[src/uart_echo_pkg.sv]
// shared constants and types for the serial echo unit
// serial timing, line buffer sizing, received byte record
// and the line collector FSM states
package uart_echo_pkg;

	// serial timing, one bit lasts 16 clocks
	localparam int clk_freq_hz = 50_000_000;
	localparam int baud_rate = 3_125_000;
	localparam int clks_per_bit = clk_freq_hz / baud_rate;

	// quiet time that closes a line
	// roughly two and a half character times
	localparam int idle_timeout_clks = 400;

	// line buffer sizing
	localparam int buf_depth = 64;
	// two entries kept free for CR and LF
	localparam int line_max_bytes = buf_depth - 2;
	// lengths and indices, wide enough for buf_depth
	localparam int len_w = 7;

	// one deframed character from the receiver
	typedef struct packed {
		logic [7:0] data;
		// stop bit sampled low
		logic       frame_err;
	} rx_byte_t;

	// line collector FSM
	typedef enum logic [1:0] {
		// waiting for the first byte of a line
		st_idle,
		// storing bytes, idle timer running
		st_collect,
		// replaying the line with CR LF
		st_send
	} echo_state_e;

endpackage

[src/uart_rx.sv]
`timescale 1ns/100ps
// 8N1 serial receiver
// pin synchronizer, start bit check at mid-bit, data and stop sampling,
// one byte pulse per frame with a framing error flag
module uart_rx (
	input  logic                    sys_clk,
	input  logic                    sys_rst_n,
	input  logic                    rx,
	output uart_echo_pkg::rx_byte_t rx_byte,
	output logic                    rx_valid
);

	typedef logic [$clog2(uart_echo_pkg::clks_per_bit)-1:0] bit_cnt_t;

	typedef enum logic [1:0] {
		rx_idle,
		rx_start,
		rx_data,
		rx_stop
	} rx_state_e;

	rx_state_e  state;
	logic       rx_meta;
	logic       rx_sync;
	bit_cnt_t   clk_cnt;
	logic [2:0] bit_idx;
	logic [7:0] shift;
	logic       half_bit;
	logic       full_bit;

	// middle of the start bit, then centers of the following bits
	assign half_bit = (clk_cnt == bit_cnt_t'(uart_echo_pkg::clks_per_bit / 2 - 1));
	assign full_bit = (clk_cnt == bit_cnt_t'(uart_echo_pkg::clks_per_bit - 1));

	// two flop synchronizer, idle line is high
	always_ff @(posedge sys_clk or negedge sys_rst_n) begin
		if (!sys_rst_n) begin
			rx_meta <= 1'b1;
			rx_sync <= 1'b1;
		end else begin
			rx_meta <= rx;
			rx_sync <= rx_meta;
		end
	end

	always_ff @(posedge sys_clk or negedge sys_rst_n) begin
		if (!sys_rst_n) begin
			state    <= rx_idle;
			clk_cnt  <= '0;
			bit_idx  <= '0;
			rx_valid <= 1'b0;
		end else begin
			rx_valid <= 1'b0;
			case (state)
				rx_idle: begin
					clk_cnt <= '0;
					bit_idx <= '0;
					// line only drops here on a start edge
					if (!rx_sync)
						state <= rx_start;
				end
				rx_start: begin
					if (half_bit) begin
						clk_cnt <= '0;
						// glitch shorter than half a bit
						state   <= rx_sync ? rx_idle : rx_data;
					end else begin
						clk_cnt <= clk_cnt + bit_cnt_t'(1);
					end
				end
				rx_data: begin
					if (full_bit) begin
						clk_cnt <= '0;
						bit_idx <= bit_idx + 3'd1;
						if (bit_idx == 3'd7)
							state <= rx_stop;
					end else begin
						clk_cnt <= clk_cnt + bit_cnt_t'(1);
					end
				end
				rx_stop: begin
					// leave at mid stop bit, rest of it is idle high
					if (full_bit) begin
						rx_valid <= 1'b1;
						state    <= rx_idle;
					end else begin
						clk_cnt <= clk_cnt + bit_cnt_t'(1);
					end
				end
				default: state <= rx_idle;
			endcase
		end
	end

	// data arrives LSB first
	always_ff @(posedge sys_clk) begin
		if (state == rx_data && full_bit) begin
			shift <= {rx_sync, shift[7:1]};
		end else if (state == rx_stop && full_bit) begin
			rx_byte.data      <= shift;
			rx_byte.frame_err <= !rx_sync;
		end
	end

endmodule

[src/line_echo.sv]
`timescale 1ns/100ps
// line collector and echo sequencer
// 64 entry line buffer, idle timer, CR LF append and
// replay of the line over a valid/ready byte link
module line_echo (
	input  logic                            sys_clk,
	input  logic                            sys_rst_n,
	input  uart_echo_pkg::rx_byte_t         rx_byte,
	input  logic                            rx_valid,
	output logic [7:0]                      tx_data,
	output logic                            tx_valid,
	input  logic                            tx_ready,
	output logic [uart_echo_pkg::len_w-1:0] last_len
);

	typedef logic [uart_echo_pkg::len_w-1:0] len_t;
	typedef logic [$clog2(uart_echo_pkg::buf_depth)-1:0] addr_t;
	typedef logic [$clog2(uart_echo_pkg::idle_timeout_clks + 1)-1:0] idle_cnt_t;

	uart_echo_pkg::echo_state_e state;

	logic [7:0] line_buf [uart_echo_pkg::buf_depth];
	len_t       wr_len;
	len_t       rd_idx;
	addr_t      wr_addr;
	addr_t      rd_addr_next;
	idle_cnt_t  idle_cnt;
	logic       rx_accept;
	logic       store_byte;
	logic       timeout;
	logic       tx_fire;
	logic       last_fire;

	// good bytes only, nothing is taken while the line goes out
	assign rx_accept = rx_valid && !rx_byte.frame_err &&
		(state != uart_echo_pkg::st_send);
	// bytes past the limit still keep the line open
	assign store_byte = rx_accept && (wr_len < len_t'(uart_echo_pkg::line_max_bytes));
	assign timeout = (state == uart_echo_pkg::st_collect) && !rx_accept &&
		(idle_cnt == idle_cnt_t'(uart_echo_pkg::idle_timeout_clks));

	assign tx_fire = tx_valid && tx_ready;
	// LF sits one past CR, which sits at wr_len
	assign last_fire = tx_fire && (rd_idx == wr_len + len_t'(1));

	assign wr_addr = addr_t'(wr_len);
	assign rd_addr_next = addr_t'(rd_idx + len_t'(1));

	always_ff @(posedge sys_clk or negedge sys_rst_n) begin
		if (!sys_rst_n) begin
			state <= uart_echo_pkg::st_idle;
		end else begin
			case (state)
				uart_echo_pkg::st_idle:
					if (rx_accept)
						state <= uart_echo_pkg::st_collect;
				uart_echo_pkg::st_collect:
					if (timeout)
						state <= uart_echo_pkg::st_send;
				uart_echo_pkg::st_send:
					if (last_fire)
						state <= uart_echo_pkg::st_idle;
				default:
					state <= uart_echo_pkg::st_idle;
			endcase
		end
	end

	// restarts on every accepted byte
	always_ff @(posedge sys_clk or negedge sys_rst_n) begin
		if (!sys_rst_n)
			idle_cnt <= '0;
		else if (state != uart_echo_pkg::st_collect || rx_accept)
			idle_cnt <= '0;
		else
			idle_cnt <= idle_cnt + idle_cnt_t'(1);
	end

	// payload length of the line being built
	always_ff @(posedge sys_clk or negedge sys_rst_n) begin
		if (!sys_rst_n)
			wr_len <= '0;
		else if (store_byte)
			wr_len <= wr_len + len_t'(1);
		else if (last_fire)
			wr_len <= '0;
	end

	always_ff @(posedge sys_clk) begin
		if (store_byte) begin
			line_buf[wr_addr] <= rx_byte.data;
		end else if (timeout) begin
			// carriage return and line feed behind the payload
			line_buf[wr_addr]               <= 8'h0d;
			line_buf[wr_addr + addr_t'(1)] <= 8'h0a;
		end
	end

	// send side, index of the byte on tx_data
	always_ff @(posedge sys_clk or negedge sys_rst_n) begin
		if (!sys_rst_n) begin
			tx_valid <= 1'b0;
			rd_idx   <= '0;
			last_len <= '0;
		end else if (timeout) begin
			tx_valid <= 1'b1;
			rd_idx   <= '0;
		end else if (last_fire) begin
			tx_valid <= 1'b0;
			last_len <= wr_len;
		end else if (tx_fire) begin
			rd_idx <= rd_idx + len_t'(1);
		end
	end

	// held until the transmitter takes it
	always_ff @(posedge sys_clk) begin
		if (timeout)
			tx_data <= line_buf[0];
		else if (tx_fire && !last_fire)
			tx_data <= line_buf[rd_addr_next];
	end

endmodule

[src/uart_tx.sv]
`timescale 1ns/100ps
// 8N1 serial transmitter
// valid/ready byte input, start, 8 data bits LSB first, stop
module uart_tx (
	input  logic       sys_clk,
	input  logic       sys_rst_n,
	input  logic [7:0] tx_data,
	input  logic       tx_valid,
	output logic       tx_ready,
	output logic       tx
);

	typedef logic [$clog2(uart_echo_pkg::clks_per_bit)-1:0] bit_cnt_t;

	typedef enum logic [1:0] {
		tx_idle,
		tx_start,
		tx_data_bits,
		tx_stop
	} tx_state_e;

	tx_state_e  state;
	bit_cnt_t   clk_cnt;
	logic [2:0] bit_idx;
	logic [7:0] shift;
	logic       bit_end;
	logic       tx_fire;

	assign tx_ready = (state == tx_idle);
	assign tx_fire  = tx_valid && tx_ready;
	assign bit_end  = (clk_cnt == bit_cnt_t'(uart_echo_pkg::clks_per_bit - 1));

	always_ff @(posedge sys_clk or negedge sys_rst_n) begin
		if (!sys_rst_n) begin
			state   <= tx_idle;
			clk_cnt <= '0;
			bit_idx <= '0;
			tx      <= 1'b1;
		end else if (state == tx_idle) begin
			clk_cnt <= '0;
			bit_idx <= '0;
			// start bit goes out right after the transfer
			if (tx_fire) begin
				tx    <= 1'b0;
				state <= tx_start;
			end
		end else if (!bit_end) begin
			clk_cnt <= clk_cnt + bit_cnt_t'(1);
		end else begin
			clk_cnt <= '0;
			case (state)
				tx_start: begin
					tx    <= shift[0];
					state <= tx_data_bits;
				end
				tx_data_bits: begin
					bit_idx <= bit_idx + 3'd1;
					if (bit_idx == 3'd7) begin
						tx    <= 1'b1;
						state <= tx_stop;
					end else begin
						tx <= shift[0];
					end
				end
				default: state <= tx_idle;
			endcase
		end
	end

	// shift runs one bit ahead of the line
	always_ff @(posedge sys_clk) begin
		if (tx_fire)
			shift <= tx_data;
		else if (bit_end && (state == tx_start || state == tx_data_bits))
			shift <= shift >> 1;
	end

endmodule

[src/uart_echo_top.sv]
`timescale 1ns/100ps
// serial line echo unit
// receiver, line collector and transmitter in a three stage chain
module uart_echo_top (
	input  logic                            sys_clk,
	input  logic                            sys_rst_n,
	input  logic                            uart_rx_port,
	output logic                            uart_tx_port,
	output logic [uart_echo_pkg::len_w-1:0] last_len
);

	uart_echo_pkg::rx_byte_t rx_byte;
	logic                    rx_valid;
	logic [7:0]              tx_data;
	logic                    tx_valid;
	logic                    tx_ready;

	uart_rx u_rx (
		.sys_clk   (sys_clk),
		.sys_rst_n (sys_rst_n),
		.rx        (uart_rx_port),
		.rx_byte   (rx_byte),
		.rx_valid  (rx_valid)
	);

	// no ready back to the receiver, a serial line cannot stall
	line_echo u_line (
		.sys_clk   (sys_clk),
		.sys_rst_n (sys_rst_n),
		.rx_byte   (rx_byte),
		.rx_valid  (rx_valid),
		.tx_data   (tx_data),
		.tx_valid  (tx_valid),
		.tx_ready  (tx_ready),
		.last_len  (last_len)
	);

	uart_tx u_tx (
		.sys_clk   (sys_clk),
		.sys_rst_n (sys_rst_n),
		.tx_data   (tx_data),
		.tx_valid  (tx_valid),
		.tx_ready  (tx_ready),
		.tx        (uart_tx_port)
	);

endmodule

[config.mk]
export PLATFORM = sky130hd
export DESIGN_NAME = uart_echo_top
export DESIGN_NICKNAME = d
export VERILOG_FILES = /design/src/uart_echo_pkg.sv /design/src/uart_rx.sv /design/src/line_echo.sv /design/src/uart_tx.sv /design/src/uart_echo_top.sv
export SDC_FILE = /design/constraint.sdc
export NUM_CORES = 1
export LEC_CHECK = 0
export ABC_CLOCK_PERIOD_IN_PS = 2400
export BUFFER_PORTS_ARGS = -buffer_cell sky130_fd_sc_hd__buf_2
export CELL_PAD_IN_SITES_DETAIL_PLACEMENT = 0
export CELL_PAD_IN_SITES_GLOBAL_PLACEMENT = 1
export CORE_MARGIN = 4
export CORE_UTILIZATION = 45
export DETAILED_ROUTE_END_ITERATION = 10
export PLACE_DENSITY_LB_ADDON = 0.1
export SLEW_MARGIN = 10
export SYNTH_ARGS = -nofsm -noshare
export SYNTH_HDL_FRONTEND = slang
export SYNTH_SLANG_ARGS = --single-unit
[constraint.sdc]
create_clock -name sys_clk -period 2.4 [get_ports sys_clk]
set_input_delay 0.12 -clock sys_clk [delete_from_list [all_inputs] [get_ports sys_clk]]
set_output_delay 0.12 -clock sys_clk [all_outputs]
set_load 0.01 [all_outputs]
# Yosys cells after proc, flatten, opt, wreduce, memory -nomap -nowiden
# Memory sizes are Yosys's and may differ from the RTL's.
# Index checks and enable logic that the tools add are counted.
[op_classes]
addsub = 8
n_lt_le_gt_ge = 1
eq_ne = 28
mux = 52
bitwise_logic = 3
n_reduce_logical = 38
[ops]
columns = ["op", "count"]
rows = [
  ["8-bit two-way mux", 5],
  ["7-bit two-way mux", 5],
  ["2-bit two-way mux", 13],
  ["4-bit two-way mux", 5],
  ["2-bit by 1-bit inequality test with 1-bit output, second input constant", 9],
  ["4-bit case mux with 4 select lines", 1],
  ["2-bit nonzero test", 8],
  ["7-bit by 1-bit adder with 7-bit output, second input constant", 2],
  ["1-bit two-way mux", 13],
  ["3-bit two-way mux", 4],
  ["1-bit logical AND", 11],
  ["2-bit AND reduction", 5],
  ["9-bit by 1-bit adder with 9-bit output, second input constant", 1],
  ["9-bit equality test, second input constant", 1],
  ["9-bit two-way mux", 1],
  ["3-bit AND reduction", 3],
  ["4-bit by 1-bit adder with 4-bit output, second input constant", 2],
  ["2-bit equality test, second input constant", 4],
  ["4-bit equality test, second input constant", 2],
  ["2-bit inequality test, second input constant", 4],
  ["2-bit case mux with 4 select lines", 1],
  ["7-bit equality test", 1],
  ["7-bit by 6-bit < comparator with 1-bit output, second input constant", 1],
  ["3-bit by 1-bit adder with 3-bit output, second input constant", 2],
  ["16 further kinds", 26],
]
[word_totals]
register_bits = 88
ram_bits = 512
inputBits = 3
output_inout_bits = 8
word_cells = 152
memories = 1
[mem_list]
columns = ["memory", "words", "word_bits", "read_ports", "rd_ports_with_merged_regs", "write_ports", "line_no", "rtl"]
rows = [
  ["u_line.line_buf", 64, 8, 2, 0, 2, "line_echo.sv:22", "logic [7:0] line_buf [uart_echo_pkg::buf_depth];"],
]

# Longest topological paths before layout
[depth]
ltp_word = 10
mapped_depth = 11
mapped_depth_nobuf = 8

# Cells and area by module
# Synthesis repeated with hierarchy kept, for this count alone.
[unflattened]
cells_unflattened = 2817
area_unflattened_um2 = 26399.1
[by_module_without_submodules]
columns = ["module", "n_inst", "cells_per_inst", "area_per_inst_um2", "seq_area_each_um2"]
rows = [
  ["line_echo", 1, 2670, 24384.6, 11315.9],
  ["uart_rx", 1, 77, 1143.6, 813.3],
  ["uart_tx", 1, 70, 870.8, 491.7],
]

# Worst setup path before layout
# Ideal clock, no wire load.
[synth_path]
path_type = "register -> register"
startpoint = "reg u_line.rd_idx[1]"
endpoint = "reg u_line.tx_data[3], data pin"
setup_time_ps = 260
t_arrival_ps = 2265
required_time_ps = 2140
path_slack_ps = -124
stages_incl_launch_ff = 8
n_path_buf = 1
period_less_slack_ps = 2524
cell_sequence = "dfrtp_1 ha_1 xnor2_1 clkbuf_1 mux4_2 a211o_1 nand4_1 nand3_1"
[synth_via]
elab_chain_len = 4
[synth_lines]
columns = ["element", "line_no", "rtl"]
rows = [
  ["start: declaration", "line_echo.sv:24", "len_t rd_idx;"],
  ["start signal: assignment", "line_echo.sv:112", "rd_idx <= rd_idx + len_t'(1);"],
  ["7-bit by 1-bit adder with 7-bit output", "line_echo.sv:47", "assign rd_addr_next = addr_t'(rd_idx + len_t'(1));"],
  ["memory 64 x 8 bit", "--", ""],
  ["8-bit two-way mux", "line_echo.sv:120", "else if (tx_fire && !last_fire)"],
  ["8-bit two-way mux", "line_echo.sv:118", "if (timeout)"],
  ["end signal: assignment", "line_echo.sv:119", "tx_data <= line_buf[0];"],
  ["end signal: assignment", "line_echo.sv:121", "tx_data <= line_buf[rd_addr_next];"],
  ["end: declaration", "line_echo.sv:10", "output logic [7:0] tx_data,"],
]
# Every way passes these cells. The select of a mux whose other input is x is not followed.
# A chain may end at the register's enable or synchronous reset.

# Final worst setup path
[layout_path]
startpoint = "reg u_line.rd_idx[0]"
endpoint = "reg u_line.tx_data[7], data pin"
# Same word-level chain as after synthesis.

==> impl_metrics.env <==
export IMPL_cap_violations=0
export IMPL_place_congestion=0.9576
export IMPL_via_per_inst=5.963
export IMPL_layout_cells_most_common_list="609 x nand2_1, 512 x dfxtp_1, 343 x nor2_1"
export IMPL_rsz0062_at_grt="true"
export IMPL_path_class="reg2reg"
export IMPL_cts_buffers=68
export IMPL_r2r_cells=8
export IMPL_tritoncts="yes"
export IMPL_synth_edff_count=33
export IMPL_total_power_w=0.02273
export IMPL_setup_worst_path_start_class="flip-flop"
export IMPL_yosysUniqueCellTypes=69
export IMPL_status="complete, but fails checks"
export IMPL_grt_max_degree=37
export IMPL_async_reset_ff_frac=0.09167
export IMPL_fin_ws_ns=-0.09687
export IMPL_worstPathRequired_ns=2.74
export IMPL_irDropWorstVdd_v=0.0006413
export IMPL_violations="negative setup slack"
export IMPL_fp_dieH_um=249.8
export IMPL_hold_class="in2async"
export IMPL_grt_use_total=0.3144
export IMPL_grt_pass1_wl_um=149000
export IMPL_port_buffers=10
export IMPL_dr_pass1_iters=5
export IMPL_setup_viol=44
export IMPL_tns_ns=-1.219
export IMPL_drt_iter0_drc=2362
export IMPL_ioPinCount=11
export IMPL_synthToLayoutAreaGrowth_pct=35.54
export IMPL_cts_max_path_buffers=3
export IMPL_start_util=0.4551
export IMPL_clkLatencyLatePin_ns=0.61
export IMPL_hold_violations=0
export IMPL_drv_slew=0
export IMPL_drc=0
export IMPL_skew_ns=0.02841
export IMPL_htree_levels=3
export IMPL_layout_commonest_cell="nand2_1"
export IMPL_die_area_um2=62390
export IMPL_syn_instance_count=2869
export IMPL_wl_um=103900
export IMPL_ys_seq_elements=600
export IMPL_synthFlopType="dfxtp_1"
export IMPL_clkTransAtPathRegs_ns=0.06
export IMPL_reg2reg_to="u_line.tx_data[7]"
export IMPL_grt_overflow=0
export IMPL_syn_nets=2885
export IMPL_path_max_fanout=8
export IMPL_hpwl_um=71580
export IMPL_post_place_ws_ns=-0.2056
export IMPL_die_w_um=249.8
export IMPL_max_slew_margin=0.4292
export IMPL_reg2reg_from="u_line.rd_idx[0]"
export IMPL_leakagePower_nw=14.13
export IMPL_power_density_nw_per_um2=637.5
export IMPL_grt_pass1_vias=23150
export IMPL_worst_slew_pin_slew_ns=0.8538
export IMPL_syn_area_per_cell_um2=9.169
export IMPL_arrival_ns=2.84
export IMPL_fin_crit_sh=1.040
export IMPL_ys_warn_count=0
export IMPL_synth_area_um2=26310
export IMPL_wl_per_cell_um=25.22
export IMPL_row_count=88
export IMPL_seq_area_frac_synth=0.4798
export IMPL_cts_sinks=600
export IMPL_max_freq_mhz=400.5
export IMPL_fin_crit_ns=2.497
export IMPL_antenna_found_initial=2
export IMPL_rrSetupSlack_ns=-0.1
export IMPL_ant_nets=0
export IMPL_coreArea_um2=57810
export IMPL_nets=3321
export IMPL_via_count=24560
export IMPL_root_buffer="clkbuf_16"
export IMPL_cp_end_kind="flip-flop"
export IMPL_drive_gt1_frac=0.3136
logic make-up (layout without fill, tap and decap cells):
kind of cell | Yosys count | in the layout | share of synthesized area
DFF | 600 | 600 | 0.4798
xor gates and xnor gates | 35 | 35 | 0.01218
muxes | 145 | 145 | 0.1159
AOI/OAI and AO/OA | 631 | 631 | 0.1623
other | 0 | 2 | 0
adders and majority gates | 13 | 13 | 0.006183
and+or+nand+nor | 1288 | 1288 | 0.1987
buffers and inverters | 157 | 639 | 0.02497
per-layer routing:
metal	vias up	wire [µm]	GRT usage	part of all wire
met5	-	11	0	0.00011
met4	2	3769	0.09962	0.036
met3	193	8366	0.05450	0.081
met2	1093	48060	0.5083	0.46
met1	12210	43670	0.4332	0.42
li1	11060	-	-	-
flip-flops by register name, indices dropped and copies added, names as in the netlist, 2 cells and up, named ones only:
| name | flops |
|---|---|
| u_line.rd_idx | 7 |
| u_line.tx_data | 8 |
| u_line.line_buf | 512 |
| u_line.wr_len | 7 |
| u_tx.shift | 8 |
| u_rx.rx_byte | 9 |
| u_rx.clk_cnt | 4 |
| u_tx.state | 2 |
| u_line.state | 2 |
| u_tx.bit_idx | 3 |
| u_rx.bit_idx | 3 |
| u_tx.clk_cnt | 4 |
| u_rx.shift | 8 |
| u_line.idle_cnt | 9 |
| u_line.last_len | 7 |
final cells by class:
| type | count | area [µm²] |
|---|---|---|
| Multi-Input combinational cell | 2112 | 14470 |
| Inverter | 16 | 60.06 |
| Clock buffer | 95 | 1956 |
| Sequential cell | 600 | 12630 |
| Antenna cell | 2 | 5.005 |
| Tap cell | 765 | 957.2 |
| Fill cell | 4831 | 22150 |
| Clock inverter | 21 | 219.0 |
| Timing Repair Buffer | 507 | 5364 |
per-stage QoR:
step	std cells	hold WS, ns	util	cell area, µm²
floorplan	2869	-0.1756	-	26330
global placement	3930	0.08638	0.5323	30770
detailed placement	3930	0.07770	0.5323	30770
CTS	4076	0.1086	0.5805	33550
global route	4116	0.1264	0.6167	35650
finish	4118	0.1085	0.6168	35660
power breakdown:
part,leakage (nW),switching (W),internal [W]
sequential,5.14,0.000262,0.0103
combinational,7.91,0.00109,0.000730
clock,1.08,0.00424,0.00611
total,14.1,0.00560,0.0171
worst max path at each step:
stage                     startpoint           endpoint  slack (ns)  cells past startpoint
floorplan           u_line.rd_idx[1]  u_line.tx_data[4]       0.003                      9
global placement    u_line.rd_idx[0]  u_line.tx_data[0]       -0.18                     10
detailed placement  u_line.rd_idx[0]  u_line.tx_data[0]       -0.21                     10
CTS                 u_line.rd_idx[0]  u_line.tx_data[5]       -0.09                     10
global route        u_line.rd_idx[0]  u_line.tx_data[6]       -0.16                      8
finish              u_line.rd_idx[0]  u_line.tx_data[7]        -0.1                      8
synthesized netlist by cell type, drive strengths merged, types with 6 or more instances:
cell type / instances / area, µm²
mux2: 14 / 157.7
nand2b: 6 / 37.54
nor2: 424 / 1599
and3: 12 / 75.07
nand4: 21 / 131.4
a211oi: 133 / 1023
a31oi: 13 / 87.58
nor2b: 16 / 100.1
buf: 51 / 259.0
nor3: 18 / 95.09
clkbuf: 90 / 337.8
o211ai: 11 / 97.60
xor2: 11 / 96.34
dfxtp: 512 / 10250
inv: 14 / 52.55
and2: 21 / 131.4
a21oi: 282 / 1415
o21ai: 19 / 95.09
dfrtp: 52 / 1301
nand2: 684 / 2567
ha: 13 / 162.7
a22oi: 12 / 90.09
nand3: 72 / 360.4
a211o: 130 / 1139
edfxtp: 33 / 991.0
mux4: 126 / 2841
xnor2: 23 / 201.4
critical path, stage by stage, from the launching register on:
cell	delay (ns)
dfrtp_4	0.51
ha_4	0.35
buf_12	0.13
bufbuf_16	0.28
mux4_2	0.55
nand2_2	0.09
a31oi_2	0.11
nand4_1	0.13
nand3_1	0.08
repair_timing:
item,CTS,global route
buffers inserted,23,33
cloned,4,10
hold buffers,3,0
pin swaps,29,150
setup endpoints to repair,49,307
resized for setup,64,399
hold endpoints to repair,53,0
No activity file was read; power rests on OpenSTA's default activity.
